**src/design/bridge_pkg.sv**
```systemverilog
package bridge_pkg;

    typedef logic [7:0]  byte_t;    // One protocol byte
    typedef logic [31:0] addr_t;    // Byte address from the host
    typedef logic [31:0] word_t;
    typedef logic [7:0]  widx_t;    // Word index into memory
    typedef logic [3:0]  be_t;
    typedef logic [6:0]  dcnt_t;    // Payload byte count, 0 to 64
    typedef logic [5:0]  didx_t;    // Data buffer index

    // Start-of-frame bytes
    localparam byte_t SOF_H2D = 8'h5A;
    localparam byte_t SOF_D2H = 8'hA5;

    // Response status codes
    localparam byte_t STATUS_OK         = 8'h00;
    localparam byte_t STATUS_CRC_ERR    = 8'h01;
    localparam byte_t STATUS_CMD_INV    = 8'h02;
    localparam byte_t STATUS_ADDR_ALIGN = 8'h03;
    localparam byte_t STATUS_TIMEOUT    = 8'h04;

    localparam int MAX_DATA_BYTES = 64;     // 16 elements of 32 bits
    localparam int TIMEOUT_CLOCKS = 200;    // Idle clocks inside a frame
    localparam int MEM_WORDS      = 256;

    typedef enum logic [3:0] {
        IDLE,
        CMD,
        ADDR0,
        ADDR1,
        ADDR2,
        ADDR3,
        DATA,
        CRC,
        DONE,
        ABORT
    } parser_state_t;

endpackage
```
**src/design/bridge_ifs.sv**
```systemverilog


interface mem_bus_if;
    logic              req;
    logic              we;
    bridge_pkg::widx_t widx;
    bridge_pkg::be_t   be;
    bridge_pkg::word_t wdata;
    bridge_pkg::word_t rdata;   // Valid with ack
    logic              ack;

    modport master (output req, we, widx, be, wdata, input rdata, ack);
    modport slave (input req, we, widx, be, wdata, output rdata, ack);
endinterface

```
**src/design/bus_arbiter.sv**
```systemverilog
module bus_arbiter (
    input  logic      clk,
    input  logic      rst,
    mem_bus_if.slave  m0,
    mem_bus_if.slave  m1,
    mem_bus_if.master s
);
    logic busy;     // Grant held until ack
    logic sel;      // Granted master
    logic prio;     // m1 wins a tie when set

    always_ff @(posedge clk) begin
        if (rst) begin
            busy <= 1'b0;
            sel  <= 1'b0;
            prio <= 1'b0;
        end else if (!busy) begin
            if (m0.req || m1.req) begin
                busy <= 1'b1;
                sel  <= m1.req && (!m0.req || prio);
            end
        end else if (s.ack) begin
            busy <= 1'b0;
            prio <= !sel;   // Other master goes first next time
        end
    end

    assign s.req   = busy && (sel ? m1.req : m0.req);
    assign s.we    = sel ? m1.we : m0.we;
    assign s.widx  = sel ? m1.widx : m0.widx;
    assign s.be    = sel ? m1.be : m0.be;
    assign s.wdata = sel ? m1.wdata : m0.wdata;

    assign m0.ack   = s.ack && !sel;
    assign m1.ack   = s.ack && sel;
    assign m0.rdata = sel ? '0 : s.rdata;
    assign m1.rdata = sel ? s.rdata : '0;

endmodule

```
**src/flat_wrapper.sv**
```systemverilog
// flat-port wrapper written by rule: the top's interface ports become plain ports
module bus_arbiter_flat 
  (clk, rst, m0_req, m0_we, m0_widx, m0_be, m0_wdata, m0_rdata, m0_ack, m1_req, m1_we, m1_widx, m1_be, m1_wdata, m1_rdata, m1_ack, s_req, s_we, s_widx, s_be, s_wdata, s_rdata, s_ack);
  mem_bus_if m0_i ();
  mem_bus_if m1_i ();
  mem_bus_if s_i ();
  input  logic clk;
  input  logic rst;
  input wire logic [$bits(m0_i.req)-1:0] m0_req;
  input wire logic [$bits(m0_i.we)-1:0] m0_we;
  input wire logic [$bits(m0_i.widx)-1:0] m0_widx;
  input wire logic [$bits(m0_i.be)-1:0] m0_be;
  input wire logic [$bits(m0_i.wdata)-1:0] m0_wdata;
  output wire logic [$bits(m0_i.rdata)-1:0] m0_rdata;
  output wire logic [$bits(m0_i.ack)-1:0] m0_ack;
  input wire logic [$bits(m1_i.req)-1:0] m1_req;
  input wire logic [$bits(m1_i.we)-1:0] m1_we;
  input wire logic [$bits(m1_i.widx)-1:0] m1_widx;
  input wire logic [$bits(m1_i.be)-1:0] m1_be;
  input wire logic [$bits(m1_i.wdata)-1:0] m1_wdata;
  output wire logic [$bits(m1_i.rdata)-1:0] m1_rdata;
  output wire logic [$bits(m1_i.ack)-1:0] m1_ack;
  output wire logic [$bits(s_i.req)-1:0] s_req;
  output wire logic [$bits(s_i.we)-1:0] s_we;
  output wire logic [$bits(s_i.widx)-1:0] s_widx;
  output wire logic [$bits(s_i.be)-1:0] s_be;
  output wire logic [$bits(s_i.wdata)-1:0] s_wdata;
  input wire logic [$bits(s_i.rdata)-1:0] s_rdata;
  input wire logic [$bits(s_i.ack)-1:0] s_ack;
  assign m0_i.req = m0_req;
  assign m0_i.we = m0_we;
  assign m0_i.widx = m0_widx;
  assign m0_i.be = m0_be;
  assign m0_i.wdata = m0_wdata;
  assign m0_rdata = m0_i.rdata;
  assign m0_ack = m0_i.ack;
  assign m1_i.req = m1_req;
  assign m1_i.we = m1_we;
  assign m1_i.widx = m1_widx;
  assign m1_i.be = m1_be;
  assign m1_i.wdata = m1_wdata;
  assign m1_rdata = m1_i.rdata;
  assign m1_ack = m1_i.ack;
  assign s_req = s_i.req;
  assign s_we = s_i.we;
  assign s_widx = s_i.widx;
  assign s_be = s_i.be;
  assign s_wdata = s_i.wdata;
  assign s_i.rdata = s_rdata;
  assign s_i.ack = s_ack;
  bus_arbiter u_core (.clk(clk), .rst(rst), .m0(m0_i), .m1(m1_i), .s(s_i));
endmodule
```
**config.mk**
```make
export PLATFORM = sky130hd
export DESIGN_NAME = bus_arbiter_flat
export DESIGN_NICKNAME = d
export VERILOG_FILES = /design/src/design/bridge_pkg.sv /design/src/design/bridge_ifs.sv /design/src/design/bus_arbiter.sv /design/src/flat_wrapper.sv
export SDC_FILE = /design/constraint.sdc
export NUM_CORES = 1
export LEC_CHECK = 0
export BUFFER_PORTS_ARGS = -buffer_cell sky130_fd_sc_hd__buf_2
export CAP_MARGIN = 15
export CORE_AREA = 2 2 94 96
export CTS_CLUSTER_SIZE = 30
export DETAILED_ROUTE_END_ITERATION = 6
export DIE_AREA = 0 0 96 98
export GPL_ROUTABILITY_DRIVEN = 0
export MAX_ROUTING_LAYER = met4
export PLACE_DENSITY = 0.65
export RECOVER_POWER = 25
export SLEW_MARGIN = 25
export SYNTH_ARGS = -nofsm -noshare
export SYNTH_HDL_FRONTEND = slang
export SYNTH_SLANG_ARGS = --single-unit
```
**constraint.sdc**
```tcl
create_clock -name clk -period 0.91 [get_ports clk]
set_input_delay 0.0455 -clock clk [delete_from_list [all_inputs] [get_ports clk]]
set_output_delay 0.0455 -clock clk [all_outputs]
set_load 0.01 [all_outputs]
```
==> qor_table.md <==
| Parameter | This run | Unit |
|---|---|---|
| Run status | complete, but fails checks | - |
| Violations in the final reports | negative setup slack | - |
| Most common library cells after synthesis | sky130_fd_sc_hd__mux2_2, sky130_fd_sc_hd__and2_1, sky130_fd_sc_hd__nor2b_1 | - |
| Proportion of register bits with asynchronous set or reset after synthesis | 0 | % |
| Vias per Instance | 3.95 | - |
| Crit path time final | 1.35 | ns |
| Distinct cell type count after synthesis | 17 | - |
| Max-cap check violation count | 0 | - |
| Part of the cycle the worst path needs | 149 | % |
| Antenna violation net count after detailed routing | 0 | - |
| CTS root buffer | sky130_fd_sc_hd__clkbuf_8 | - |
| Clock buffer count from CTS | 3 | - |
| Synthesized flop and latch total | 3 | - |
| Pwr/cell area | 718 | mW/mm^2 |
| Number of flops mapped to enable cells by yosys | 0 | - |
| Clock insertion delay at the later pin of the skew report | 0.21 | ns |
| Clock Path Buffers | 2 | - |
| Logic pwr share | 76.8 | % |
| Width of the die | 96 | um |
| Overall die height | 98 | um |
| Post-Place Cell Area | 0.00280 | sq mm |
| Number of placement rows | 34 | - |
| Vias in the first global route | 1819 | - |
| Initial DRT Pass Iterations | 3 | - |
| Antenna fix cells | 0 | - |
| Highest Signal Layer | met4 | - |
| Hold buffer count at cts | 0 | - |
| DRC violation total after the first TritonRoute iteration | 14 | - |
| CP required | 0.86 | ns |
| Ports | 239 | - |
| Net switching power figure | 0.774 | mW |
| Standby leakage power | 1.82 | nW |
| Number of nets in the final layout | 510 | - |
| Met3 WL | 630 | um |
| Average detailed-routed wire length per instance | 12.1 | um |
| Setup-failing EPs final | 114 | - |
| Fraction of power consumed by the clock network | 16.4 | % |
| DR vias | 1935 | - |
| HP Class | in -> reg | - |
| PortBufs | 238 | - |
| H-Tree Depth | 1 | - |
| Total design power | 2.29 | mW |
| Largest cells by area after synthesis | sky130_fd_sc_hd__mux2_2, sky130_fd_sc_hd__and2_1, sky130_fd_sc_hd__nor2b_1, sky130_fd_sc_hd__buf_6, sky130_fd_sc_hd__dfxtp_1 | - |
| Floorplan die area | 0.00941 | sq mm |
| Final worst clock skew | 0.000350 | ns |
| Setup repair after global routing missed its margin | true | - |
| Syn. warnings | 0 | - |
| Peak VDD IR | 651 | uV |
| Final std cell area, no fill | 0.00319 | sq mm |
| Total routing usage reported by global routing | 11.2 | % |
| Reg power frac | 6.8 | % |
| Proportion of synthesized chip area in sequential cells | 5.17 | % |
| CTS tree | done | - |
| Global-route wire length before repair | 8.18 | mm |
| Detailed-route wire length on metal 1 | 1.97 | mm |
| Syn Inst Count | 138 | - |
| Antenna violations before repair | 0 | - |
| Net switching fraction of the power | 33.8 | % |
| Final Worst Setup Slack | -0.443 | ns |
| Largest area contributor in the netlist | sky130_fd_sc_hd__mux2_2 | - |
| Final Max Tran Viols | 0 | - |
| CP Data Arrival Time | 1.31 | ns |
| Final-layout worst hold slack | 0.0329 | ns |
| Clock transition time at the flip-flop clock pins of the worst setup and hold paths | 0.03 | ns |
| DP Wirelength | 4.85 | mm |
| Initial Utilization | 13.7 | % |
| Floorplan core area | 0.00847 | sq mm |
| Most instantiated flip-flop cell in the synthesis netlist | sky130_fd_sc_hd__dfxtp_1 | - |
| Transition time at the pin with the least slew margin | 0.210 | ns |
| Fraction of layout instances using a drive strength above 1 | 91.9 | % |
| Internal Pwr Total | 1.52 | mW |
| Final Hold Fails | 0 | - |
| Remaining DRCs | 0 | - |
| Net count after synthesis | 265 | - |
| Wire length on met2 | 3.30 | mm |
| Top-count cell post-synth | sky130_fd_sc_hd__mux2_2 | - |
| Highest Clock Rate | 0.739 | GHz |
| Post-Route WL | 5.92 | mm |
| Highest fanout seen on the critical path | 30 | - |
| Mean post-synth cell area | 8.42 | sq um |
| Pin count of the biggest net entering global routing | 34 | - |
| Syn-to-layout area delta | 175 | % |
| Clock Sink Count | 3 | - |
| Category of the worst setup path capture point | output port | - |
| Headroom to the max-slew limit | 86.0 | % |
| Total overflow reported by the global router | 0 | - |
| Worst Setup Start Kind | flip-flop | - |
| Worst Path Class, Setup | reg -> out | - |
| Top-area cell type share of the netlist area | 43.6 | % |
| Netlist area before placement | 0.00116 | sq mm |
[cell type report]
class,count,area (sq um)
multi-input combinational,120,1280
clock buffer,4,45.0
fill,863,5270
sequential,3,63.8
inverter,2,7.51
tap,108,135
timing repair buffer,253,1660
[metrics by stage]
stage | util (%) | worst slack (ns) | TNS, ns | std cells
floorplan | - | -0.0395 | -2.68 | 138
global placement | 33.0 | -0.213 | -13.59 | 484
detailed placement | 33.0 | -0.227 | -15.06 | 484
CTS | 37.1 | -0.458 | -39.50 | 488
global route | 37.7 | -0.478 | -44.70 | 490
finish | 37.7 | -0.443 | -38.66 | 490
[cell usage in the layout (no fill, tap or decap)]
cell                        instances
sky130_fd_sc_hd__clkbuf_4           1
sky130_fd_sc_hd__inv_1              2
sky130_fd_sc_hd__nor2_1             1
sky130_fd_sc_hd__dfxtp_4            1
sky130_fd_sc_hd__buf_6             50
sky130_fd_sc_hd__buf_2            194
sky130_fd_sc_hd__buf_16             1
sky130_fd_sc_hd__nor3_1             1
sky130_fd_sc_hd__mux2_4            45
sky130_fd_sc_hd__dfxtp_1            2
sky130_fd_sc_hd__o211ai_1           1
sky130_fd_sc_hd__o21ai_1            1
sky130_fd_sc_hd__a21oi_1            2
sky130_fd_sc_hd__mux2i_1            1
sky130_fd_sc_hd__clkbuf_16          1
sky130_fd_sc_hd__buf_4              4
sky130_fd_sc_hd__nor2b_4            2
sky130_fd_sc_hd__nor2b_2           20
sky130_fd_sc_hd__a211oi_1           1
sky130_fd_sc_hd__and2_1             7
sky130_fd_sc_hd__and2_4            26
sky130_fd_sc_hd__buf_12             1
sky130_fd_sc_hd__a311oi_2           1
sky130_fd_sc_hd__buf_8              1
sky130_fd_sc_hd__nor2b_1           11
sky130_fd_sc_hd__clkbuf_8           3
sky130_fd_sc_hd__clkbuf_1           1
[critical path, stage by stage, from the launching register on]
cell	delay [ns]
sky130_fd_sc_hd__dfxtp_4	0.37
sky130_fd_sc_hd__buf_16	0.22
sky130_fd_sc_hd__mux2_4	0.33
sky130_fd_sc_hd__buf_2	0.15
[power by group through the flow]
stage / Sequential (mW) / Combinational (mW) / Clock, mW
after global placement: 0.156 / 1.50 / 0
after CTS: 0.156 / 1.74 / 0.388
after detailed placement: 0.157 / 1.52 / 0
final: 0.156 / 1.76 / 0.376
after global routing: 0.159 / 1.89 / 0.402
after floorplan: 0.152 / 0.887 / 0
[registers in the layout, summed over array words and instances, names as in the netlist]
name / count
u_core.prio: 1
u_core.busy: 1
u_core.sel: 1
[layer usage]
metal	vias up	GRT usage, %
met4	0	0.989
met2	131	22.6
met1	856	10.9
met3	2	2.39
li1	946	-
met5	-	-
[logic make-up after synthesis]
logic type             after synthesis  synth area share (%)
AOI/OAI and AO/OA                    6                  3.87
buffers and inverters               15                  10.2
DFF                                  3                  5.17
muxes                               46                  44.5
and+or+nand+nor                     68                  36.3
[what timing repair did]
action / 4_1_cts / 5_1_grt
setup endpoints to repair: 114 / 114
setup buffers: 0 / 1
resized for setup: 50 / 6
gates cloned: 0 / 1
pin swaps: 1 / 0
[worst paths after layout]
check	startpoint	endpoint	slack [ns]	cells past startpoint
worst max-delay path	u_core.sel$_SDFFE_PP0P_	s_we	-0.44	3
worst min-delay path	rst	u_core.sel$_SDFFE_PP0P_	0.03	2
worst max register to register	u_core.sel$_SDFFE_PP0P_	u_core.prio$_SDFFE_PP0P_	-0.07	3
worst min register to register	u_core.prio$_SDFFE_PP0P_	u_core.prio$_SDFFE_PP0P_	0.56	2
Note: power is estimated with default switching activity, not from simulation.
