===== src/design/bridge_pkg.sv =====
package bridge_pkg;

    typedef logic [7:0]  byte_t;    // One protocol byte
    typedef logic [31:0] addr_t;    // Byte address from the host
    typedef logic [31:0] word_t;
    typedef logic [7:0]  widx_t;    // Word index into memory
    typedef logic [3:0]  be_t;
    typedef logic [6:0]  dcnt_t;    // Payload byte count, 0 to 64
    typedef logic [5:0]  didx_t;    // Data buffer index

    // Start-of-frame bytes
    localparam byte_t SOF_H2D = 8'h5A;
    localparam byte_t SOF_D2H = 8'hA5;

    // Response status codes
    localparam byte_t STATUS_OK         = 8'h00;
    localparam byte_t STATUS_CRC_ERR    = 8'h01;
    localparam byte_t STATUS_CMD_INV    = 8'h02;
    localparam byte_t STATUS_ADDR_ALIGN = 8'h03;
    localparam byte_t STATUS_TIMEOUT    = 8'h04;

    localparam int MAX_DATA_BYTES = 64;     // 16 elements of 32 bits
    localparam int TIMEOUT_CLOCKS = 200;    // Idle clocks inside a frame
    localparam int MEM_WORDS      = 256;

    typedef enum logic [3:0] {
        IDLE,
        CMD,
        ADDR0,
        ADDR1,
        ADDR2,
        ADDR3,
        DATA,
        CRC,
        DONE,
        ABORT
    } parser_state_t;

endpackage

===== src/design/bridge_ifs.sv =====
interface frame_if;
    bridge_pkg::byte_t cmd;
    bridge_pkg::addr_t addr;
    bridge_pkg::dcnt_t data_count;      // Bytes moved by the command
    logic              frame_valid;
    logic              frame_error;
    bridge_pkg::byte_t error_status;
    bridge_pkg::byte_t data_byte;       // Buffer entry at data_idx
    bridge_pkg::didx_t data_idx;
    logic              frame_consumed;

    modport parser (output cmd, addr, data_count, frame_valid, frame_error,
                    error_status, data_byte, input data_idx, frame_consumed);
    modport executor (input cmd, addr, data_count, frame_valid, frame_error,
                      error_status, data_byte, output data_idx, frame_consumed);
endinterface

interface mem_bus_if;
    logic              req;
    logic              we;
    bridge_pkg::widx_t widx;
    bridge_pkg::be_t   be;
    bridge_pkg::word_t wdata;
    bridge_pkg::word_t rdata;   // Valid with ack
    logic              ack;

    modport master (output req, we, widx, be, wdata, input rdata, ack);
    modport slave (input req, we, widx, be, wdata, output rdata, ack);
endinterface


===== src/design/frame_executor.sv =====
module frame_executor (
    input  logic              clk,
    input  logic              rst,
    frame_if.executor         frm,
    mem_bus_if.master         bus,
    output bridge_pkg::byte_t tx_data,
    input  logic              tx_full,
    output logic              tx_wr_en
);
    typedef enum logic [2:0] {
        E_IDLE,
        E_HDR,      // A5, status, command echo
        E_LOAD,     // Gather write bytes of one element
        E_ACC,
        E_DATA,     // Send read bytes of one element
        E_CRC
    } exec_state_t;

    exec_state_t       state;
    logic [1:0]        hcnt;
    logic [1:0]        bcnt;
    logic [1:0]        lane;
    logic [2:0]        esz;
    bridge_pkg::dcnt_t boff;
    bridge_pkg::addr_t addr_q;
    bridge_pkg::word_t word_q;
    bridge_pkg::byte_t status_q;
    bridge_pkg::byte_t crc;
    logic              skip;
    logic              is_wr;
    logic              misaligned;
    logic              elem_done;
    logic              last_elem;

    assign is_wr      = !frm.cmd[7];
    assign esz        = 3'd1 << frm.cmd[5:4];
    assign lane       = addr_q[1:0] + bcnt;
    assign last_elem  = (boff + esz == frm.data_count);
    assign misaligned = (frm.cmd[5:4] == 2'b01 && frm.addr[0]) ||
                        (frm.cmd[5:4] == 2'b10 && frm.addr[1:0] != 2'b00);
    assign elem_done  = is_wr ? (state == E_ACC && bus.ack)
                              : (state == E_DATA && tx_wr_en && bcnt == esz - 1'b1);

    assign frm.data_idx       = boff[5:0] + bcnt;
    assign frm.frame_consumed = tx_wr_en && state == E_CRC;  // With the last byte

    assign tx_wr_en = !tx_full && state inside {E_HDR, E_DATA, E_CRC};

    always_comb begin
        if (state == E_DATA) begin
            tx_data = word_q[8*lane +: 8];
        end else if (state == E_CRC) begin
            tx_data = crc;
        end else if (hcnt == 2'd0) begin
            tx_data = bridge_pkg::SOF_D2H;
        end else if (hcnt == 2'd1) begin
            tx_data = status_q;
        end else begin
            tx_data = frm.cmd;
        end
    end

    // CRC covers everything between SOF and the CRC byte
    crc8_calc u_crc (
        .clk     (clk),
        .rst     (rst),
        .clear   (state == E_IDLE),
        .enable  (tx_wr_en && state != E_CRC && !(state == E_HDR && hcnt == 2'd0)),
        .data_in (tx_data),
        .crc     (crc)
    );

    assign bus.we    = is_wr;
    assign bus.widx  = addr_q[9:2];     // Wraps at 1 KiB
    assign bus.wdata = word_q;

    always_comb begin
        case (frm.cmd[5:4])
            2'b00:   bus.be = 4'b0001 << addr_q[1:0];
            2'b01:   bus.be = 4'b0011 << addr_q[1:0];
            default: bus.be = 4'b1111;
        endcase
    end

    always_ff @(posedge clk) begin
        if (rst) begin
            state   <= E_IDLE;
            hcnt    <= '0;
            bcnt    <= '0;
            bus.req <= 1'b0;
        end else begin
            case (state)
                E_IDLE: if (frm.frame_valid || frm.frame_error) begin
                    status_q <= (frm.frame_valid && misaligned) ?
                                bridge_pkg::STATUS_ADDR_ALIGN : frm.error_status;
                    skip     <= frm.frame_error || misaligned;  // Status-only response
                    addr_q   <= frm.addr;
                    boff     <= '0;
                    hcnt     <= '0;
                    bcnt     <= '0;
                    state    <= E_HDR;
                end
                E_HDR: if (tx_wr_en) begin
                    hcnt <= hcnt + 1'b1;
                    if (hcnt == 2'd2) begin
                        state <= skip ? E_CRC : (is_wr ? E_LOAD : E_ACC);
                    end
                end
                E_LOAD: begin
                    word_q[8*lane +: 8] <= frm.data_byte;
                    bcnt                <= bcnt + 1'b1;
                    if (bcnt == esz - 1'b1) begin
                        bcnt  <= '0;
                        state <= E_ACC;
                    end
                end
                E_ACC: begin
                    bus.req <= !bus.ack;    // Low for the cycle after ack
                    if (bus.ack && !is_wr) begin
                        word_q <= bus.rdata;
                        state  <= E_DATA;
                    end
                end
                E_DATA: if (tx_wr_en) begin
                    bcnt <= bcnt + 1'b1;
                    if (bcnt == esz - 1'b1) begin
                        bcnt <= '0;
                    end
                end
                default: begin
                    if (tx_wr_en) begin
                        state <= E_IDLE;
                    end
                end
            endcase

            if (elem_done) begin
                boff <= boff + esz;
                if (frm.cmd[6]) begin
                    addr_q <= addr_q + esz;
                end
                if (last_elem) begin
                    state <= E_CRC;
                end else begin
                    state <= is_wr ? E_LOAD : E_ACC;
                end
            end
        end
    end

endmodule


===== src/design/crc8_calc.sv =====
module crc8_calc (
    input  logic              clk,
    input  logic              rst,
    input  logic              clear,
    input  logic              enable,
    input  bridge_pkg::byte_t data_in,
    output bridge_pkg::byte_t crc
);
    bridge_pkg::byte_t crc_next;

    // Polynomial x^8 + x^2 + x + 1, MSB first
    always_comb begin
        crc_next = crc ^ data_in;
        for (int i = 0; i < 8; i++) begin
            if (crc_next[7]) begin
                crc_next = {crc_next[6:0], 1'b0} ^ 8'h07;
            end else begin
                crc_next = {crc_next[6:0], 1'b0};
            end
        end
    end

    always_ff @(posedge clk) begin
        if (rst || clear) begin
            crc <= '0;
        end else if (enable) begin
            crc <= crc_next;
        end
    end

endmodule


===== src/flat_wrapper.sv =====
// flat-port wrapper written by rule: the top's interface ports become plain ports
module frame_executor_flat 
  (clk, rst, tx_data, tx_full, tx_wr_en, frm_cmd, frm_addr, frm_data_count, frm_frame_valid, frm_frame_error, frm_error_status, frm_data_byte, frm_data_idx, frm_frame_consumed, bus_req, bus_we, bus_widx, bus_be, bus_wdata, bus_rdata, bus_ack);
  frame_if frm_i ();
  mem_bus_if bus_i ();
  input  logic clk;
  input  logic rst;
  output bridge_pkg::byte_t tx_data;
  input  logic tx_full;
  output logic tx_wr_en;
  input wire logic [$bits(frm_i.cmd)-1:0] frm_cmd;
  input wire logic [$bits(frm_i.addr)-1:0] frm_addr;
  input wire logic [$bits(frm_i.data_count)-1:0] frm_data_count;
  input wire logic [$bits(frm_i.frame_valid)-1:0] frm_frame_valid;
  input wire logic [$bits(frm_i.frame_error)-1:0] frm_frame_error;
  input wire logic [$bits(frm_i.error_status)-1:0] frm_error_status;
  input wire logic [$bits(frm_i.data_byte)-1:0] frm_data_byte;
  output wire logic [$bits(frm_i.data_idx)-1:0] frm_data_idx;
  output wire logic [$bits(frm_i.frame_consumed)-1:0] frm_frame_consumed;
  output wire logic [$bits(bus_i.req)-1:0] bus_req;
  output wire logic [$bits(bus_i.we)-1:0] bus_we;
  output wire logic [$bits(bus_i.widx)-1:0] bus_widx;
  output wire logic [$bits(bus_i.be)-1:0] bus_be;
  output wire logic [$bits(bus_i.wdata)-1:0] bus_wdata;
  input wire logic [$bits(bus_i.rdata)-1:0] bus_rdata;
  input wire logic [$bits(bus_i.ack)-1:0] bus_ack;
  assign frm_i.cmd = frm_cmd;
  assign frm_i.addr = frm_addr;
  assign frm_i.data_count = frm_data_count;
  assign frm_i.frame_valid = frm_frame_valid;
  assign frm_i.frame_error = frm_frame_error;
  assign frm_i.error_status = frm_error_status;
  assign frm_i.data_byte = frm_data_byte;
  assign frm_data_idx = frm_i.data_idx;
  assign frm_frame_consumed = frm_i.frame_consumed;
  assign bus_req = bus_i.req;
  assign bus_we = bus_i.we;
  assign bus_widx = bus_i.widx;
  assign bus_be = bus_i.be;
  assign bus_wdata = bus_i.wdata;
  assign bus_i.rdata = bus_rdata;
  assign bus_i.ack = bus_ack;
  frame_executor u_core (.clk(clk), .rst(rst), .frm(frm_i), .bus(bus_i), .tx_data(tx_data), .tx_full(tx_full), .tx_wr_en(tx_wr_en));
endmodule

===== config.mk =====
export PLATFORM = sky130hd
export DESIGN_NAME = frame_executor_flat
export DESIGN_NICKNAME = d
export VERILOG_FILES = /design/src/design/bridge_pkg.sv /design/src/design/bridge_ifs.sv /design/src/design/frame_executor.sv /design/src/design/crc8_calc.sv /design/src/flat_wrapper.sv
export SDC_FILE = /design/constraint.sdc
export NUM_CORES = 1
export LEC_CHECK = 0
export ABC_CLOCK_PERIOD_IN_PS = 2800
export BUFFER_PORTS_ARGS = -buffer_cell sky130_fd_sc_hd__buf_2
export CORE_MARGIN = 3
export CORE_UTILIZATION = 36
export CTS_CLUSTER_SIZE = 12
export DETAILED_ROUTE_END_ITERATION = 8
export PLACE_DENSITY = 0.72
export SYNTH_ARGS = -nofsm -noshare
export SYNTH_HDL_FRONTEND = slang
export SYNTH_SLANG_ARGS = --single-unit

===== constraint.sdc =====
create_clock -name clk -period 2.8 [get_ports clk]
set_clock_uncertainty 0.1 [all_clocks]
set_input_delay 0.14 -clock clk [delete_from_list [all_inputs] [get_ports clk]]
set_output_delay 0.14 -clock clk [all_outputs]
set_load 0.05 [all_outputs]

==> results.yml <==
run_status:
  status: "finished, final reports clean"
cts:
  numCtsBuffers: 9
  htreeDepth: 3
  clock_path_buffers: 2
  insertion_delay_ps: 350
  clk_pin_slew_ps: 60
  clkSinkCount: 74
  cts_tree: "yes"
  cts_root_buf: "clkbuf_16"
die:
  die_h_um: 125.5
  die_w_um: 125.5
  ios: 163
  dieArea_um2: 15750
  std_cell_rows: 43
  core_um2: 13930
  start_util: 0.3690
global_route:
  grt_pass1_wl_um: 23810
  grt_usage: 0.1895
  first_global_vias: 4645
  grt_max_degree: 44
  antenna_found_initial: 0
  overflow: 0
detailed_routing:
  wl_met1_um: 6511
  wl_met2_um: 7338
  antenna_left: 0
  wl_met3_um: 1338
  drtIter0Drc: 260
  drc_errors: 0
  via_per_inst: 5.315
  via_count: 4837
  avgRoutedWirePerCell_um: 16.97
  highest_layer: "met4"
  firstDrtPassIters: 5
  wirelength_um: 15440
timing:
  worst_pin_slew_ps: 867.2
  maxSlewHeadroom: 0.4207
  setup_viol: 0
  maxClockFrequency_ghz: 0.3680
  period_needed_ps: 2717
  maxSlewViolCount: 0
  final-hold-violation-count: 0
  timing.final.crit_share: 0.9704
  finalWorstSetupSlack_ps: 82.75
  tns_ps: 0
worst_setup_path:
  critPathLaunchType: "flop"
  critPathCaptureType: "flop"
  reg2reg_setup_slack_ps: 80
  startpoint: "u_core.addr_q[0]$_DFFE_PN_"
  worst_path_largest_cell_delay_ps: 430
  timing.rr.start: "u_core.addr_q[0]$_DFFE_PN_"
  worst-path-buf-inv: 1
  cp_data_arrival_time_ps: 2900
  ff2ff_path_depth: 10
  critPathCapture: "u_core.u_crc.crc[1]$_SDFFE_PP0P_"
  crit_family: "simple AND/OR/NAND/NOR gates"
  cp_max_fo: 5
  cp_slowest_cell: "edfxtp_1"
  worstReg2RegEnd: "u_core.u_crc.crc[1]$_SDFFE_PP0P_"
  critPathKind: "flop to flop"
  cp.required_ps: 2990
  critical_path_depth: 10
  crit_chain: "ha_4 -> buf_4 -> mux2i_1 -> mux2_2 -> nor3_1 -> nor3_4 -> xnor2_2 -> xor2_1 -> or3_1 -> a21oi_1"
synthesis:
  ys.warnings.count: 0
  syn_avg_cell_area_um2: 9.648
  netlist_area_um2: 5142
  synth-async-reset-ratio: 0
  yosys-top-cells-area: "edfxtp_1 34%, dfxtp_1 6.2%, a22o_1 5.5%"
  synth_area_leader_cell: "edfxtp_1"
  synth_top_area_share: 0.3387
  synth_edf_count: 58
  syn-num-nets: 649
  ys_seq_area_frac: 0.4010
  postSynthCellCount: 533
  synth_cell_types: 66
  ys_seq_elements: 74
  synth-main-ff-cell: "edfxtp_1"
layout:
  final_nets: 841
  multi_input_area_um2: 2998
  final.fill_count: 1247
  final_layout_size_suffix_gt1_frac: 0.3493
  diodes: 0
  area_delta_synth_final_pct: 37.57
  register_area_um2: 2063
min_path:
  worstHoldPathType: "primary input to flop"
placement:
  gp_congestion: 0.8122
  io_buffer_count: 140
  post-place-ws_ps: -5.494
  hpwlAfterDp_um: 11240
power:
  p_per_area_nw_per_um2: 879.1
  vdd_drop_max_v: 0.0004255
  p_leak_nw: 2.894
job:
  max_cap_viol_count: 0
## what timing repair did
item,CTS,global route
gates resized for setup,1,31
setup endpoints to repair,1,10
pin swaps,0,9
hold buffers,36,0
hold endpoints to repair,36,0
gates cloned,0,0
buffers inserted,0,5
## stage by stage
| stage | util | power (mW) | cells | area (um^2) | hold WS, ps |
|---|---|---|---|---|---|
| after floorplan | - | 3.982 | 533 | 5200 | 131.9 |
| final | 0.5077 | 6.219 | 910 | 7074 | 4.171 |
| after global placement | 0.4467 | 4.709 | 853 | 6225 | 278.9 |
| after detailed placement | 0.4467 | 4.750 | 853 | 6225 | 292.8 |
| after global routing | 0.5077 | 6.572 | 910 | 7074 | 4.706 |
| after CTS | 0.4951 | 6.032 | 905 | 6899 | 3.778 |
## synth_stat cells, types with 4 or more instances
cell type and number:
xor2_1 16, a211oi_1 7, or2_2 4, a22o_1 32, a21oi_1 41, o21ai_0 28
mux2i_1 23, nor2_1 46, nor4_1 4, inv_1 18, nand2_1 45, nand2b_1 8
edfxtp_1 58, dfxtp_1 16, or3_1 7, a2111oi_0 4, nor2b_1 11, ha_1 14
buf_4 9, xnor2_1 19, nor3_1 6, nand3_1 11, mux2_2 5, clkbuf_1 23
and2_1 8
## where the power goes
| part | switching (mW) | total [mW] | leakage (nW) | internal [mW] |
|---|---|---|---|---|
| clock | 0.513 | 1.22 | 0.149 | 0.707 |
| combinational | 2.06 | 3.44 | 2.07 | 1.38 |
| sequential | 0.144 | 1.56 | 0.675 | 1.41 |
| total | 2.71 | 6.22 | 2.89 | 3.51 |
## cell type report
type,instances,area share
Sequential cell,74,0.2917
Tap cell,180,0.03184
Clock inverter,7,0.01185
Inverter,18,0.009551
Timing Repair Buffer,220,0.1995
Multi-Input combinational cell,402,0.4238
Clock buffer,9,0.03184
## flip-flops by register name, indices dropped and copies added (netlist names)
signal	cells
u_core.bcnt	2
u_core.addr_q	10
u_core.bus.wdata	32
u_core.u_crc.crc	8
u_core.hcnt	2
u_core.bus.req	1
u_core.boff	7
u_core.state	3
u_core.skip	1
u_core.status_q	8
## worst min-delay path by stage
stage	endpoint	cells after the start	startpoint
2_1_floorplan	u_core.bus.req$_SDFFE_PP0N_	1	bus_ack
3_3_place_gp	u_core.bus.req$_SDFFE_PP0N_	2	bus_ack
3_5_place_dp	u_core.bus.req$_SDFFE_PP0N_	2	bus_ack
4_1_cts	u_core.bus.wdata[28]$_DFFE_PP_	2	bus_rdata[28]
5_1_grt	u_core.bus.wdata[24]$_DFFE_PP_	2	bus_rdata[24]
6_report	u_core.bus.wdata[28]$_DFFE_PP_	2	bus_rdata[28]
## per-layer routing
metal,track usage,up-vias
li1,-,2338
met1,0.2337,2291
met2,0.3150,186
met3,0.06365,22
met5,0,-
met4,0.05740,0
## cell usage in the layout (no fill, tap or decap), drive strengths merged, types with 7 or more instances in the layout
cell type and instances:
buf 184, edfxtp 58, nor2 46, nand2 45, a21oi 41, dlygate4sd3 36, a22o 32, o21ai 30
mux2i 23, inv 22, xnor2 21, xor2 16, dfxtp 16, ha 14, nor2b 11, nand3 11
clkbuf 9, nand2b 8, and2 8, or3 7, a211oi 7, nor3 7
## logic make-up (layout without fill, tap and decap cells)
group | after synthesis | count (layout) | synth area share
and+or+nand+nor | 165 | 165 | 0.1589
AOI/OAI and AO/OA | 150 | 150 | 0.2015
DFF | 74 | 74 | 0.4010
buffers and inverters | 57 | 254 | 0.05304
xor gates and xnor gates | 39 | 39 | 0.07494
muxes | 31 | 31 | 0.06885
adders and majority gates | 17 | 17 | 0.04185
(Power assumes the default switching activity.)
