===== config.mk =====
export PLATFORM = sky130hd
export DESIGN_NAME = frame_parser_flat
export DESIGN_NICKNAME = d
export VERILOG_FILES = /design/src/design/bridge_pkg.sv /design/src/design/bridge_ifs.sv /design/src/design/frame_parser.sv /design/src/design/crc8_calc.sv /design/src/flat_wrapper.sv
export SDC_FILE = /design/constraint.sdc
export NUM_CORES = 1
export LEC_CHECK = 0
export BUFFER_PORTS_ARGS = -buffer_cell sky130_fd_sc_hd__buf_4
export CAP_MARGIN = 5
export CORE_MARGIN = 4
export CORE_UTILIZATION = 55
export CTS_CLUSTER_SIZE = 24
export DETAILED_ROUTE_END_ITERATION = 6
export PLACE_DENSITY = 0.72
export SYNTH_ARGS = -nofsm -noshare
export SYNTH_HDL_FRONTEND = slang
export SYNTH_SLANG_ARGS = --single-unit
export TNS_END_PERCENT = 5

===== constraint.sdc =====
create_clock -name clk -period 3.2 [get_ports clk]
set_clock_uncertainty 0.1 [all_clocks]
set_input_delay 0.32 -clock clk [delete_from_list [all_inputs] [get_ports clk]]
set_output_delay 0.32 -clock clk [all_outputs]
set_load 0.05 [all_outputs]

===== src/design/bridge_pkg.sv =====
package bridge_pkg;

    typedef logic [7:0]  byte_t;    // One protocol byte
    typedef logic [31:0] addr_t;    // Byte address from the host
    typedef logic [31:0] word_t;
    typedef logic [7:0]  widx_t;    // Word index into memory
    typedef logic [3:0]  be_t;
    typedef logic [6:0]  dcnt_t;    // Payload byte count, 0 to 64
    typedef logic [5:0]  didx_t;    // Data buffer index

    // Start-of-frame bytes
    localparam byte_t SOF_H2D = 8'h5A;
    localparam byte_t SOF_D2H = 8'hA5;

    // Response status codes
    localparam byte_t STATUS_OK         = 8'h00;
    localparam byte_t STATUS_CRC_ERR    = 8'h01;
    localparam byte_t STATUS_CMD_INV    = 8'h02;
    localparam byte_t STATUS_ADDR_ALIGN = 8'h03;
    localparam byte_t STATUS_TIMEOUT    = 8'h04;

    localparam int MAX_DATA_BYTES = 64;     // 16 elements of 32 bits
    localparam int TIMEOUT_CLOCKS = 200;    // Idle clocks inside a frame
    localparam int MEM_WORDS      = 256;

    typedef enum logic [3:0] {
        IDLE,
        CMD,
        ADDR0,
        ADDR1,
        ADDR2,
        ADDR3,
        DATA,
        CRC,
        DONE,
        ABORT
    } parser_state_t;

endpackage

===== src/design/bridge_ifs.sv =====
interface frame_if;
    bridge_pkg::byte_t cmd;
    bridge_pkg::addr_t addr;
    bridge_pkg::dcnt_t data_count;      // Bytes moved by the command
    logic              frame_valid;
    logic              frame_error;
    bridge_pkg::byte_t error_status;
    bridge_pkg::byte_t data_byte;       // Buffer entry at data_idx
    bridge_pkg::didx_t data_idx;
    logic              frame_consumed;

    modport parser (output cmd, addr, data_count, frame_valid, frame_error,
                    error_status, data_byte, input data_idx, frame_consumed);
    modport executor (input cmd, addr, data_count, frame_valid, frame_error,
                      error_status, data_byte, output data_idx, frame_consumed);
endinterface



===== src/design/frame_parser.sv =====
module frame_parser (
    input  logic              clk,
    input  logic              rst,
    input  bridge_pkg::byte_t rx_data,
    input  logic              rx_empty,
    output logic              rx_rd_en,
    frame_if.parser           frm
);
    bridge_pkg::parser_state_t state;
    bridge_pkg::byte_t         buf_mem [bridge_pkg::MAX_DATA_BYTES];
    bridge_pkg::dcnt_t         buf_cnt;
    bridge_pkg::dcnt_t         xfer_bytes;
    bridge_pkg::byte_t         crc;
    logic [$clog2(bridge_pkg::TIMEOUT_CLOCKS)-1:0] tmo_cnt;
    logic                      in_frame;
    logic                      cmd_inv;

    assign in_frame = state inside {[bridge_pkg::CMD : bridge_pkg::CRC]};
    assign rx_rd_en = !rx_empty && (in_frame || state == bridge_pkg::IDLE);
    assign frm.data_byte = buf_mem[frm.data_idx];

    // Byte count of the transfer, taken from the command byte on the bus
    always_comb begin
        xfer_bytes = (7'(rx_data[3:0]) + 7'd1) << rx_data[5:4];
        if (rx_data[5:4] == 2'b11) begin
            xfer_bytes = '0;
        end
    end

    crc8_calc u_crc (
        .clk     (clk),
        .rst     (rst),
        .clear   (state == bridge_pkg::IDLE),
        .enable  (rx_rd_en && in_frame && state != bridge_pkg::CRC),
        .data_in (rx_data),
        .crc     (crc)
    );

    always_ff @(posedge clk) begin
        if (rst) begin
            state           <= bridge_pkg::IDLE;
            buf_cnt         <= '0;
            tmo_cnt         <= '0;
            cmd_inv         <= 1'b0;
            frm.frame_valid <= 1'b0;
            frm.frame_error <= 1'b0;
        end else begin
            if (rx_rd_en || !in_frame) begin
                tmo_cnt <= '0;
            end else begin
                tmo_cnt <= tmo_cnt + 1'b1;  // Empty cycle inside a frame
            end

            case (state)
                bridge_pkg::IDLE: begin
                    buf_cnt <= '0;
                    if (rx_rd_en && rx_data == bridge_pkg::SOF_H2D) begin
                        state <= bridge_pkg::CMD;
                    end
                end
                bridge_pkg::CMD: if (rx_rd_en) begin
                    frm.cmd        <= rx_data;
                    frm.data_count <= xfer_bytes;
                    cmd_inv        <= (rx_data[5:4] == 2'b11);
                    state          <= bridge_pkg::ADDR0;
                end
                bridge_pkg::ADDR0: if (rx_rd_en) begin
                    frm.addr[7:0] <= rx_data;
                    state         <= bridge_pkg::ADDR1;
                end
                bridge_pkg::ADDR1: if (rx_rd_en) begin
                    frm.addr[15:8] <= rx_data;
                    state          <= bridge_pkg::ADDR2;
                end
                bridge_pkg::ADDR2: if (rx_rd_en) begin
                    frm.addr[23:16] <= rx_data;
                    state           <= bridge_pkg::ADDR3;
                end
                bridge_pkg::ADDR3: if (rx_rd_en) begin
                    frm.addr[31:24] <= rx_data;
                    // Reads and invalid sizes carry no data
                    if (frm.cmd[7] || frm.data_count == '0) begin
                        state <= bridge_pkg::CRC;
                    end else begin
                        state <= bridge_pkg::DATA;
                    end
                end
                bridge_pkg::DATA: if (rx_rd_en) begin
                    buf_cnt <= buf_cnt + 1'b1;
                    if (buf_cnt + 1'b1 == frm.data_count) begin
                        state <= bridge_pkg::CRC;
                    end
                end
                bridge_pkg::CRC: if (rx_rd_en) begin
                    if (cmd_inv) begin
                        frm.error_status <= bridge_pkg::STATUS_CMD_INV;
                    end else if (rx_data != crc) begin
                        frm.error_status <= bridge_pkg::STATUS_CRC_ERR;
                    end else begin
                        frm.error_status <= bridge_pkg::STATUS_OK;
                    end
                    state <= bridge_pkg::DONE;
                end
                default: begin  // DONE or ABORT
                    if (frm.frame_consumed) begin
                        state <= bridge_pkg::IDLE;
                    end
                end
            endcase

            if (in_frame && !rx_rd_en && tmo_cnt == bridge_pkg::TIMEOUT_CLOCKS - 1) begin
                state            <= bridge_pkg::ABORT;
                frm.error_status <= bridge_pkg::STATUS_TIMEOUT;
            end

            // Result levels held until the executor is done
            if (frm.frame_consumed) begin
                frm.frame_valid <= 1'b0;
                frm.frame_error <= 1'b0;
            end else if (state == bridge_pkg::DONE) begin
                frm.frame_valid <= (frm.error_status == bridge_pkg::STATUS_OK);
                frm.frame_error <= (frm.error_status != bridge_pkg::STATUS_OK);
            end else if (state == bridge_pkg::ABORT) begin
                frm.frame_error <= 1'b1;
            end
        end
    end

    always_ff @(posedge clk) begin
        if (state == bridge_pkg::DATA && rx_rd_en) begin
            buf_mem[buf_cnt[5:0]] <= rx_data;
        end
    end

endmodule


===== src/design/crc8_calc.sv =====
module crc8_calc (
    input  logic              clk,
    input  logic              rst,
    input  logic              clear,
    input  logic              enable,
    input  bridge_pkg::byte_t data_in,
    output bridge_pkg::byte_t crc
);
    bridge_pkg::byte_t crc_next;

    // Polynomial x^8 + x^2 + x + 1, MSB first
    always_comb begin
        crc_next = crc ^ data_in;
        for (int i = 0; i < 8; i++) begin
            if (crc_next[7]) begin
                crc_next = {crc_next[6:0], 1'b0} ^ 8'h07;
            end else begin
                crc_next = {crc_next[6:0], 1'b0};
            end
        end
    end

    always_ff @(posedge clk) begin
        if (rst || clear) begin
            crc <= '0;
        end else if (enable) begin
            crc <= crc_next;
        end
    end

endmodule


===== src/flat_wrapper.sv =====
// flat-port wrapper written by rule: the top's interface ports become plain ports
module frame_parser_flat 
  (clk, rst, rx_data, rx_empty, rx_rd_en, frm_cmd, frm_addr, frm_data_count, frm_frame_valid, frm_frame_error, frm_error_status, frm_data_byte, frm_data_idx, frm_frame_consumed);
  frame_if frm_i ();
  input  logic clk;
  input  logic rst;
  input  bridge_pkg::byte_t rx_data;
  input  logic rx_empty;
  output logic rx_rd_en;
  output wire logic [$bits(frm_i.cmd)-1:0] frm_cmd;
  output wire logic [$bits(frm_i.addr)-1:0] frm_addr;
  output wire logic [$bits(frm_i.data_count)-1:0] frm_data_count;
  output wire logic [$bits(frm_i.frame_valid)-1:0] frm_frame_valid;
  output wire logic [$bits(frm_i.frame_error)-1:0] frm_frame_error;
  output wire logic [$bits(frm_i.error_status)-1:0] frm_error_status;
  output wire logic [$bits(frm_i.data_byte)-1:0] frm_data_byte;
  input wire logic [$bits(frm_i.data_idx)-1:0] frm_data_idx;
  input wire logic [$bits(frm_i.frame_consumed)-1:0] frm_frame_consumed;
  assign frm_cmd = frm_i.cmd;
  assign frm_addr = frm_i.addr;
  assign frm_data_count = frm_i.data_count;
  assign frm_frame_valid = frm_i.frame_valid;
  assign frm_frame_error = frm_i.frame_error;
  assign frm_error_status = frm_i.error_status;
  assign frm_data_byte = frm_i.data_byte;
  assign frm_i.data_idx = frm_data_idx;
  assign frm_i.frame_consumed = frm_frame_consumed;
  frame_parser u_core (.clk(clk), .rst(rst), .rx_data(rx_data), .rx_empty(rx_empty), .rx_rd_en(rx_rd_en), .frm(frm_i));
endmodule

==> results of run 1 <==
-- final timing paths --
kind	from	end	cells past startpoint
worst max-delay path	frm_data_idx[0]	frm_data_byte[0]	7
worst min-delay path	rx_data[4]	u_core.frm.addr[12]$_DFFE_PP_	1
worst max register to register	u_core.state[3]$_SDFFE_PP0P_	u_core.buf_mem[31][0]$_DFFE_PP_	6
worst min register to register	u_core.tmo_cnt[0]$_SDFF_PP0_	u_core.tmo_cnt[0]$_SDFF_PP0_	1
-- cell usage after synthesis, drive strengths merged (8+ instances only) --
cell type    n
edfxtp     562
nor2       114
buf         31
xor2        14
clkbuf      36
nand2       23
nand2b      11
dfxtp       30
nand3       17
o21ai       16
mux4       160
and3         8
a22oi        9
xnor2       19
inv          8
o22ai       11
a21oi       25
-- registers in the layout (all words and copies together) (netlist names) --
name and count:
u_core.buf_mem 512, u_core.frm.addr 32, u_core.cmd_inv 1, u_core.frm.error_status 3, u_core.frm.cmd 8, u_core.tmo_cnt 8, u_core.buf_cnt 7, u_core.frm.frame_valid 1
u_core.u_crc.crc 8, u_core.frm.data_count 7, u_core.frm.frame_error 1, u_core.state 4
-- layout make-up --
class                           instances  area share
Tap cell                              539      0.0249
Inverter                                8     0.00111
Clock buffer                           75      0.0558
Clock inverter                         31      0.0116
Timing Repair Buffer                  190      0.0563
Sequential cell                       592       0.644
Multi-Input combinational cell        510       0.206
-- per-stage QoR --
stage | utilization | total power [mW] | worst slack, ps | cells
final | 0.647 | 15.9 | 37.6 | 1945
after detailed placement | 0.603 | 9.42 | 28.0 | 1836
after CTS | 0.647 | 16.0 | 28.7 | 1945
after global routing | 0.647 | 16.3 | 6.41 | 1945
after floorplan | - | 9.09 | 304 | 1177
after global placement | 0.603 | 9.40 | 26.9 | 1836
-- cell families after synthesis --
family / count (synthesis)
AOI/OAI and AO/OA: 81
xor gates and xnor gates: 33
adders and majority gates: 7
buffers and inverters: 75
DFF: 592
muxes: 162
other: 1
and+or+nand+nor: 222
-- per-layer routing --
metal  up-vias  track usage
met3        86       0.0452
met1      6224        0.328
met5         -            0
met4         0       0.0668
li1       5159            -
met2       541        0.374
-- report_power, final --
group          internal [mW]  leakage (nW)  switching [mW]
combinational          0.302          2.63           0.476
sequential              8.47          5.29        0.000486
clock                   3.81         0.878            2.80
-- worst reg2reg max path: stages (launching register included) --
cell and delay (ps):
dfxtp_1 310, or2_2 380, inv_1 190, and3_1 460, nand2_1 480, nor2_1 240, buf_4 220
==> summary by stage, run 1 <==
Status
The flow ran to the end, and the final reports show no timing, DRC or antenna violations.

Yosys
After synthesis, the largest family of logic cells by area is multiplexers. Measured against the total synthesized area, the mux share comes to 0.155. In the synthesized netlist the async set-or-reset flop fraction comes to 0. The basic-gate share of the synthesized area counting and, or, nand and nor cells is 0.0450. edfxtp_1 takes more of the synthesized area than any other cell. The most used flip-flop cell after synthesis is edfxtp_1. After synthesis the cells add up to 23400 um2. The number of different library cells in the post-synthesis netlist is 48.

The Yosys step of the flow raised 0 warnings. Synthesis produced a netlist whose cell count is 1173. The sequential element share of the synthesized area is 0.748. After synthesis the netlist holds a flip-flop and latch count of 592. The post-synthesis compound-gate area fraction came to 0.0215. Of the total synthesized cell area, the portion taken by XOR and XNOR cells is 0.0124. The proportion of netlist area held by the largest area contributor is 0.722. The synthesized area per cell is 19.9 um2. The area share of fa/ha/maj cells after synthesis is 0.00375.

The number of enable-type register cells in the synthesized netlist is 562. Ranked by total cell area, the synthesized netlist is headed by edfxtp_1 (72%), mux4_2 (15%), dfxtp_1 (2.6%).

Cells and area
The post-route cell area is 27100 um2. From synthesis to final layout, the design area changed by 16.2%. In the final layout, the share of cells above drive strength 1 is 0.311. The most common cell after layout, fill and taps aside is edfxtp_1. In the layout the commonest cells are edfxtp_1 (562), buf_4 (179), mux4_2 (160), nor2_1 (114), clkbuf_16 (58). The number of inserted filler cells in the final layout is 2791.

0 antenna diodes ended up in the layout. In the final layout, the multi-input gates occupy 5600 um2. The sequential cell area is 17500 um2.

The final net count is 1385.

Setup path
The required time of the critical path is 2780 ps. Traced cell by cell, the critical path runs through clkbuf_8 -> buf_4 -> mux4_2 -> mux4_2 -> o22ai_1 -> nor2_1 -> buf_4. The kind of start point of the critical path is an input port. The category of the worst setup path capture point is a primary output. The cell family with the largest share of critical-path delay is multiplexers. On the worst path, the slowest cell contributes a delay of 600 ps. The number of buffers and inverters on the critical path is 3.

The highest-delay cell along the critical path is mux4_2. Data on the critical path arrives at its endpoint at 2740 ps. The flop-to-flop setup slack is 530 ps. Along the worst path, the maximum fanout reaches 17. The worst setup path is of the input port to primary output kind.

Global route
The sum of overflow across all layers after global routing is 0. The global-route total usage across every layer is 0.231. Entering global routing, the biggest net connects 68 pins. The via count of the first global-routing pass is 12300. The number of antenna violations at the first check in global routing is 0.

The first-pass GRT wire length is 79300 um.

Hold path
The tightest min-delay check is of the input port to register type.

Clock network
Clock-pin slew was measured on the worst setup and hold paths at 60 ps. The root buffer cell chosen for the clock tree is clkbuf_16. No sink is reached through more buffers than the 3 on the longest clock path. The number of buffers added by the clock tree synthesis step is 58. The number of gates given a new drive strength after cts is 0. Clock latency on the worst-skew pair, taken at its later pin, is 600 ps. In this run, post-CTS hold repair placed 3 buffers.

TritonCTS built the clock tree. The number of clock sinks is 592. The H-tree generated during clock tree synthesis spans 2 levels. The number of buffers added for setup after CTS is 0.

Routing
The met3 layer wire length in the routed design is 4350 um. After detailed routing, no signal wire sits above met4. The length of routed wiring on met1 is 21000 um. The overall via count from detail_route is 12000. The detail-routed via count per cell is 6.17. The pre-antenna-repair detailed-routing pass consisted of 5 iterations.

The post-detailed-route count of antenna-violating nets is 0. The number of DRC violations after detailed-routing iteration 0 is 1227. In the routed design, unresolved DRC markers number 0. The met2 layer wire length in the routed design is 26100 um. The final layout contains routed wiring with a total length of 52800 um. After detailed routing, the average wire length per cell comes to 27.1 um.

Die
The initial standard-cell utilization of the core is 0.557. The total area inside the core boundary comes to 41900 um2. The row count is 75. The total die area is 45800 um2.

The horizontal die dimension is 214 um. The die outline height is 214 um. The number of top-level pins is 84.

Timing
The achievable frequency is 0.316 GHz. The total setup violations reported at the end of the flow is 0. The portion of the clock cycle consumed by the worst path in the final layout is 0.988. The final setup TNS is 0 ps.

The transition time at the pin with the least slew margin is 839 ps. The number of pins exceeding their max-slew limit in the final report is 0. The worst pin sits at a relative slew slack of 0.438. On the final layout, the worst hold slack is 23.7 ps. The final critical-path required period is 3160 ps.

Setup repair after global routing left no endpoint under its margin. The total count of hold-check failures in the final report is 0.

Placement
At the end of routability-driven placement, the weighted congestion stood at 0.854. Port buffering added 78 buffers. Once detailed placement completed, the half-perimeter wirelength came to 32700 um. The placed instances occupy a cell area of 25300 um2.

Pwr
The maximum vdd ir drop is 665 uV. The leakage component of the power is 8.80 nW. In this run the power density over the cells is 584 nW/um2.

Job
The number of max-capacitance violations reported is 0.
(Power assumes the default switching activity.)
==> run 2: changes to the inputs <==
--- a/config.mk
+++ b/config.mk
@@ -7,11 +7,11 @@
 export LEC_CHECK = 0
 export BUFFER_PORTS_ARGS = -buffer_cell sky130_fd_sc_hd__buf_4
 export CAP_MARGIN = 5
+export CORE_ASPECT_RATIO = 0.6
 export CORE_MARGIN = 4
-export CORE_UTILIZATION = 55
-export CTS_CLUSTER_SIZE = 24
+export CORE_UTILIZATION = 40
+export CTS_CLUSTER_SIZE = 12
 export DETAILED_ROUTE_END_ITERATION = 6
-export PLACE_DENSITY = 0.72
 export SYNTH_ARGS = -nofsm -noshare
 export SYNTH_HDL_FRONTEND = slang
 export SYNTH_SLANG_ARGS = --single-unit
==> summary by stage, run 2 (synthesis results as in run 1) <==
Timing
The relative slew slack is 0.479. Dividing the final minimum period by the clock period gives 0.978. The achievable frequency is 0.320 GHz. The final critical-path required period is 3130 ps.

The minimum setup slack in the final design is 71.3 ps. The transition time at the pin with the least slew margin is 781 ps. The number of pins exceeding their max-slew limit in the final report is 0. The total count of hold-check failures in the final report is 0. The worst slack on hold paths is 54.7 ps. The total setup violations reported at the end of the flow is 0. Summed over all failing endpoints, the final setup total negative slack is 0 ps.

Setup repair after global routing could not meet its margin everywhere.

Placement
The count of buffers added on input and output ports is 78. The total placed instance area is 25700 um2. At the end of routability-driven placement, the weighted congestion stood at 0.809. The placed wire-length estimate is 36400 um. The post-placement setup slack is 183 ps.

Clock network
The clock latency at the later pin of the worst-skew pair is 610 ps. The number of buffers added by the clock tree synthesis step is 57. The clock drives 592 sinks. The total number of H-tree levels is 2. The TritonCTS clock tree is yes. The clock passes through at most 3 buffers.

The clock slew at the register clock pins of the worst setup and hold paths is 60 ps. The number of setup buffers added after CTS is 0. The tree is rooted in a clkbuf_16.

Job
The number of max-capacitance violations reported is 0.

Routing
The number of DRC violations after detailed-routing iteration 0 is 1450. The overall via count from detail_route is 12100. The post-detailed-route count of antenna-violating nets is 0. The number of search-and-repair iterations in the first detailed-routing pass is 6. The wire length per cell after detailed routing is 25.6 um. For this block, the routed nets add up to 55900 um of wire. The remaining design rule violation count is 0. The detail-routed via count per cell is 5.53.

Global route
Entering global routing, the biggest net connects 71 pins. For met1 alone, demand over resource in global routing was 0.291. For met2 alone, demand over resource in global routing was 0.242. After global routing the overflow that remains totals 0. The first global-routing pass estimated 82100 um of wire. The via count of the first global-routing pass is 11900. For this run, global-route usage on met3 was measured as 0.0432. The number of antenna violations at the first check in global routing is 1. The busiest metal layer after global routing is met1. In the global route stage, overall resource usage came out at 0.179.

Cells and area
The post-route cell area is 27400 um2. The fraction of final layout cells sized beyond drive strength 1 is 0.315. Leaving out fill and tap cells, the most frequent cell in the layout is edfxtp_1. Compared with the post-synthesis result, the final layout area differs by 17.4%.

The antenna diode count is 0. The top cell types in the final layout, fill and taps aside, are edfxtp_1 (562), buf_4 (199), mux4_2 (160), nor2_1 (114), clkbuf_16 (57). The number of inserted filler cells in the final layout is 4768. The flip-flop count of the largest register after layout is 512. The final net count is 1411.

Die
The number of top-level pins is 84. From bottom edge to top edge, the die measures 195 um. The die is 320 um wide. Row generation in the floorplan step produced 68 rows.

The region available for standard cell placement spans 57600 um2. The floorplan step defined a die boundary enclosing 62500 um2. The initial standard-cell utilization of the core is 0.406.

Pwr
The overall power after layout is 15.3 mW. The analysis attributes to cell leakage a power of 8.82 nW. The total power divided by cell area is 557 nW/um2. VDD sags by at most 404 uV.

Setup path
The required time of the critical path is 2780 ps. The worst setup path is launched from a register. The signal on the critical path passes through mux4_2 -> mux4_2 -> a22oi_1 -> nand2_1 -> buf_4.

Along the worst path, the maximum fanout reaches 1. The highest-delay cell along the critical path is mux4_2. On the worst path, the slowest cell contributes a delay of 530 ps.

The category of the worst setup path capture point is a primary output. The setup path with the least slack is of type register to primary output. The most numerous cell type found on the critical path is mux4_2. The data arrival time of the critical path is 2710 ps.

Status
The flow ran to the end, and the final reports show no timing, DRC or antenna violations.

Hold path
The tightest min-delay check is of the input port to register type.
-- run 2: cell types whose count changed in the layout (fill, tap and decap cells not counted), sizes merged, moves of 3 or more --
cell / before / now
buf: 186 / 208
clkinv: 20 / 9
clkinvlp: 4 / 1
bufinv: 6 / 0
dlygate4sd3: 3 / 8
-- run 2: worst max-delay path, delay by kind of cell, from the launching register on --
kind	cells	cell delay, ps
buffers and inverters	1	220
AOI/OAI and AO/OA	1	320
muxes	2	1010
DFF	1	380
and+or+nand+nor	1	170
-- run 2: final timing paths --
path | startpoint | endpoint | slack [ps] | cells past startpoint
hold reg to reg | u_core.tmo_cnt[0]$_SDFF_PP0_ | u_core.tmo_cnt[0]$_SDFF_PP0_ | 350 | 1
hold / removal | rx_data[5] | u_core.buf_mem[50][5]$_DFFE_PP_ | 50 | 1
setup / recovery | u_core.buf_mem[63][5]$_DFFE_PP_ | frm_data_byte[5] | 70 | 5
setup reg to reg | u_core.state[3]$_SDFFE_PP0P_ | u_core.buf_mem[44][2]$_DFFE_PP_ | 430 | 6
-- run 2: layer usage --
layer	vias to the layer above	routed length, um	part of all wire
li1	5187	-	-
met1	6327	27100	0.48
met2	494	23300	0.42
met3	63	4590	0.082
met4	0	908	0.016
met5	-	0	0
-- run 2: layout make-up --
cell class	instances	area (um2)	area share
repair buffers	217	1770	0.0645
clock inverters	10	81.3	0.00297
well taps	770	963	0.0351
clock buffers	74	1500	0.0547
flip-flops and latches	592	17500	0.637
multi-input cells	510	5600	0.204
inverters	8	30.0	0.00110
-- run 2: per-stage QoR --
| step | cells | utilization |
|---|---|---|
| after floorplan | 1177 | - |
| after global placement | 2089 | 0.447 |
| after detailed placement | 2089 | 0.447 |
| after CTS | 2181 | 0.476 |
| after global routing | 2181 | 0.476 |
| final | 2181 | 0.476 |
-- run 2: what timing repair did --
item                       CTS  global route
hold buffers                 8             0
setup endpoints to repair    0             3
resized for setup            0             3
hold endpoints to repair    32             0
-- run 2: power breakdown --
part / internal, mW / switching (mW)
Sequential: 8.47 / 0.000751
Combinational: 0.329 / 0.484
Clock: 3.25 / 2.73
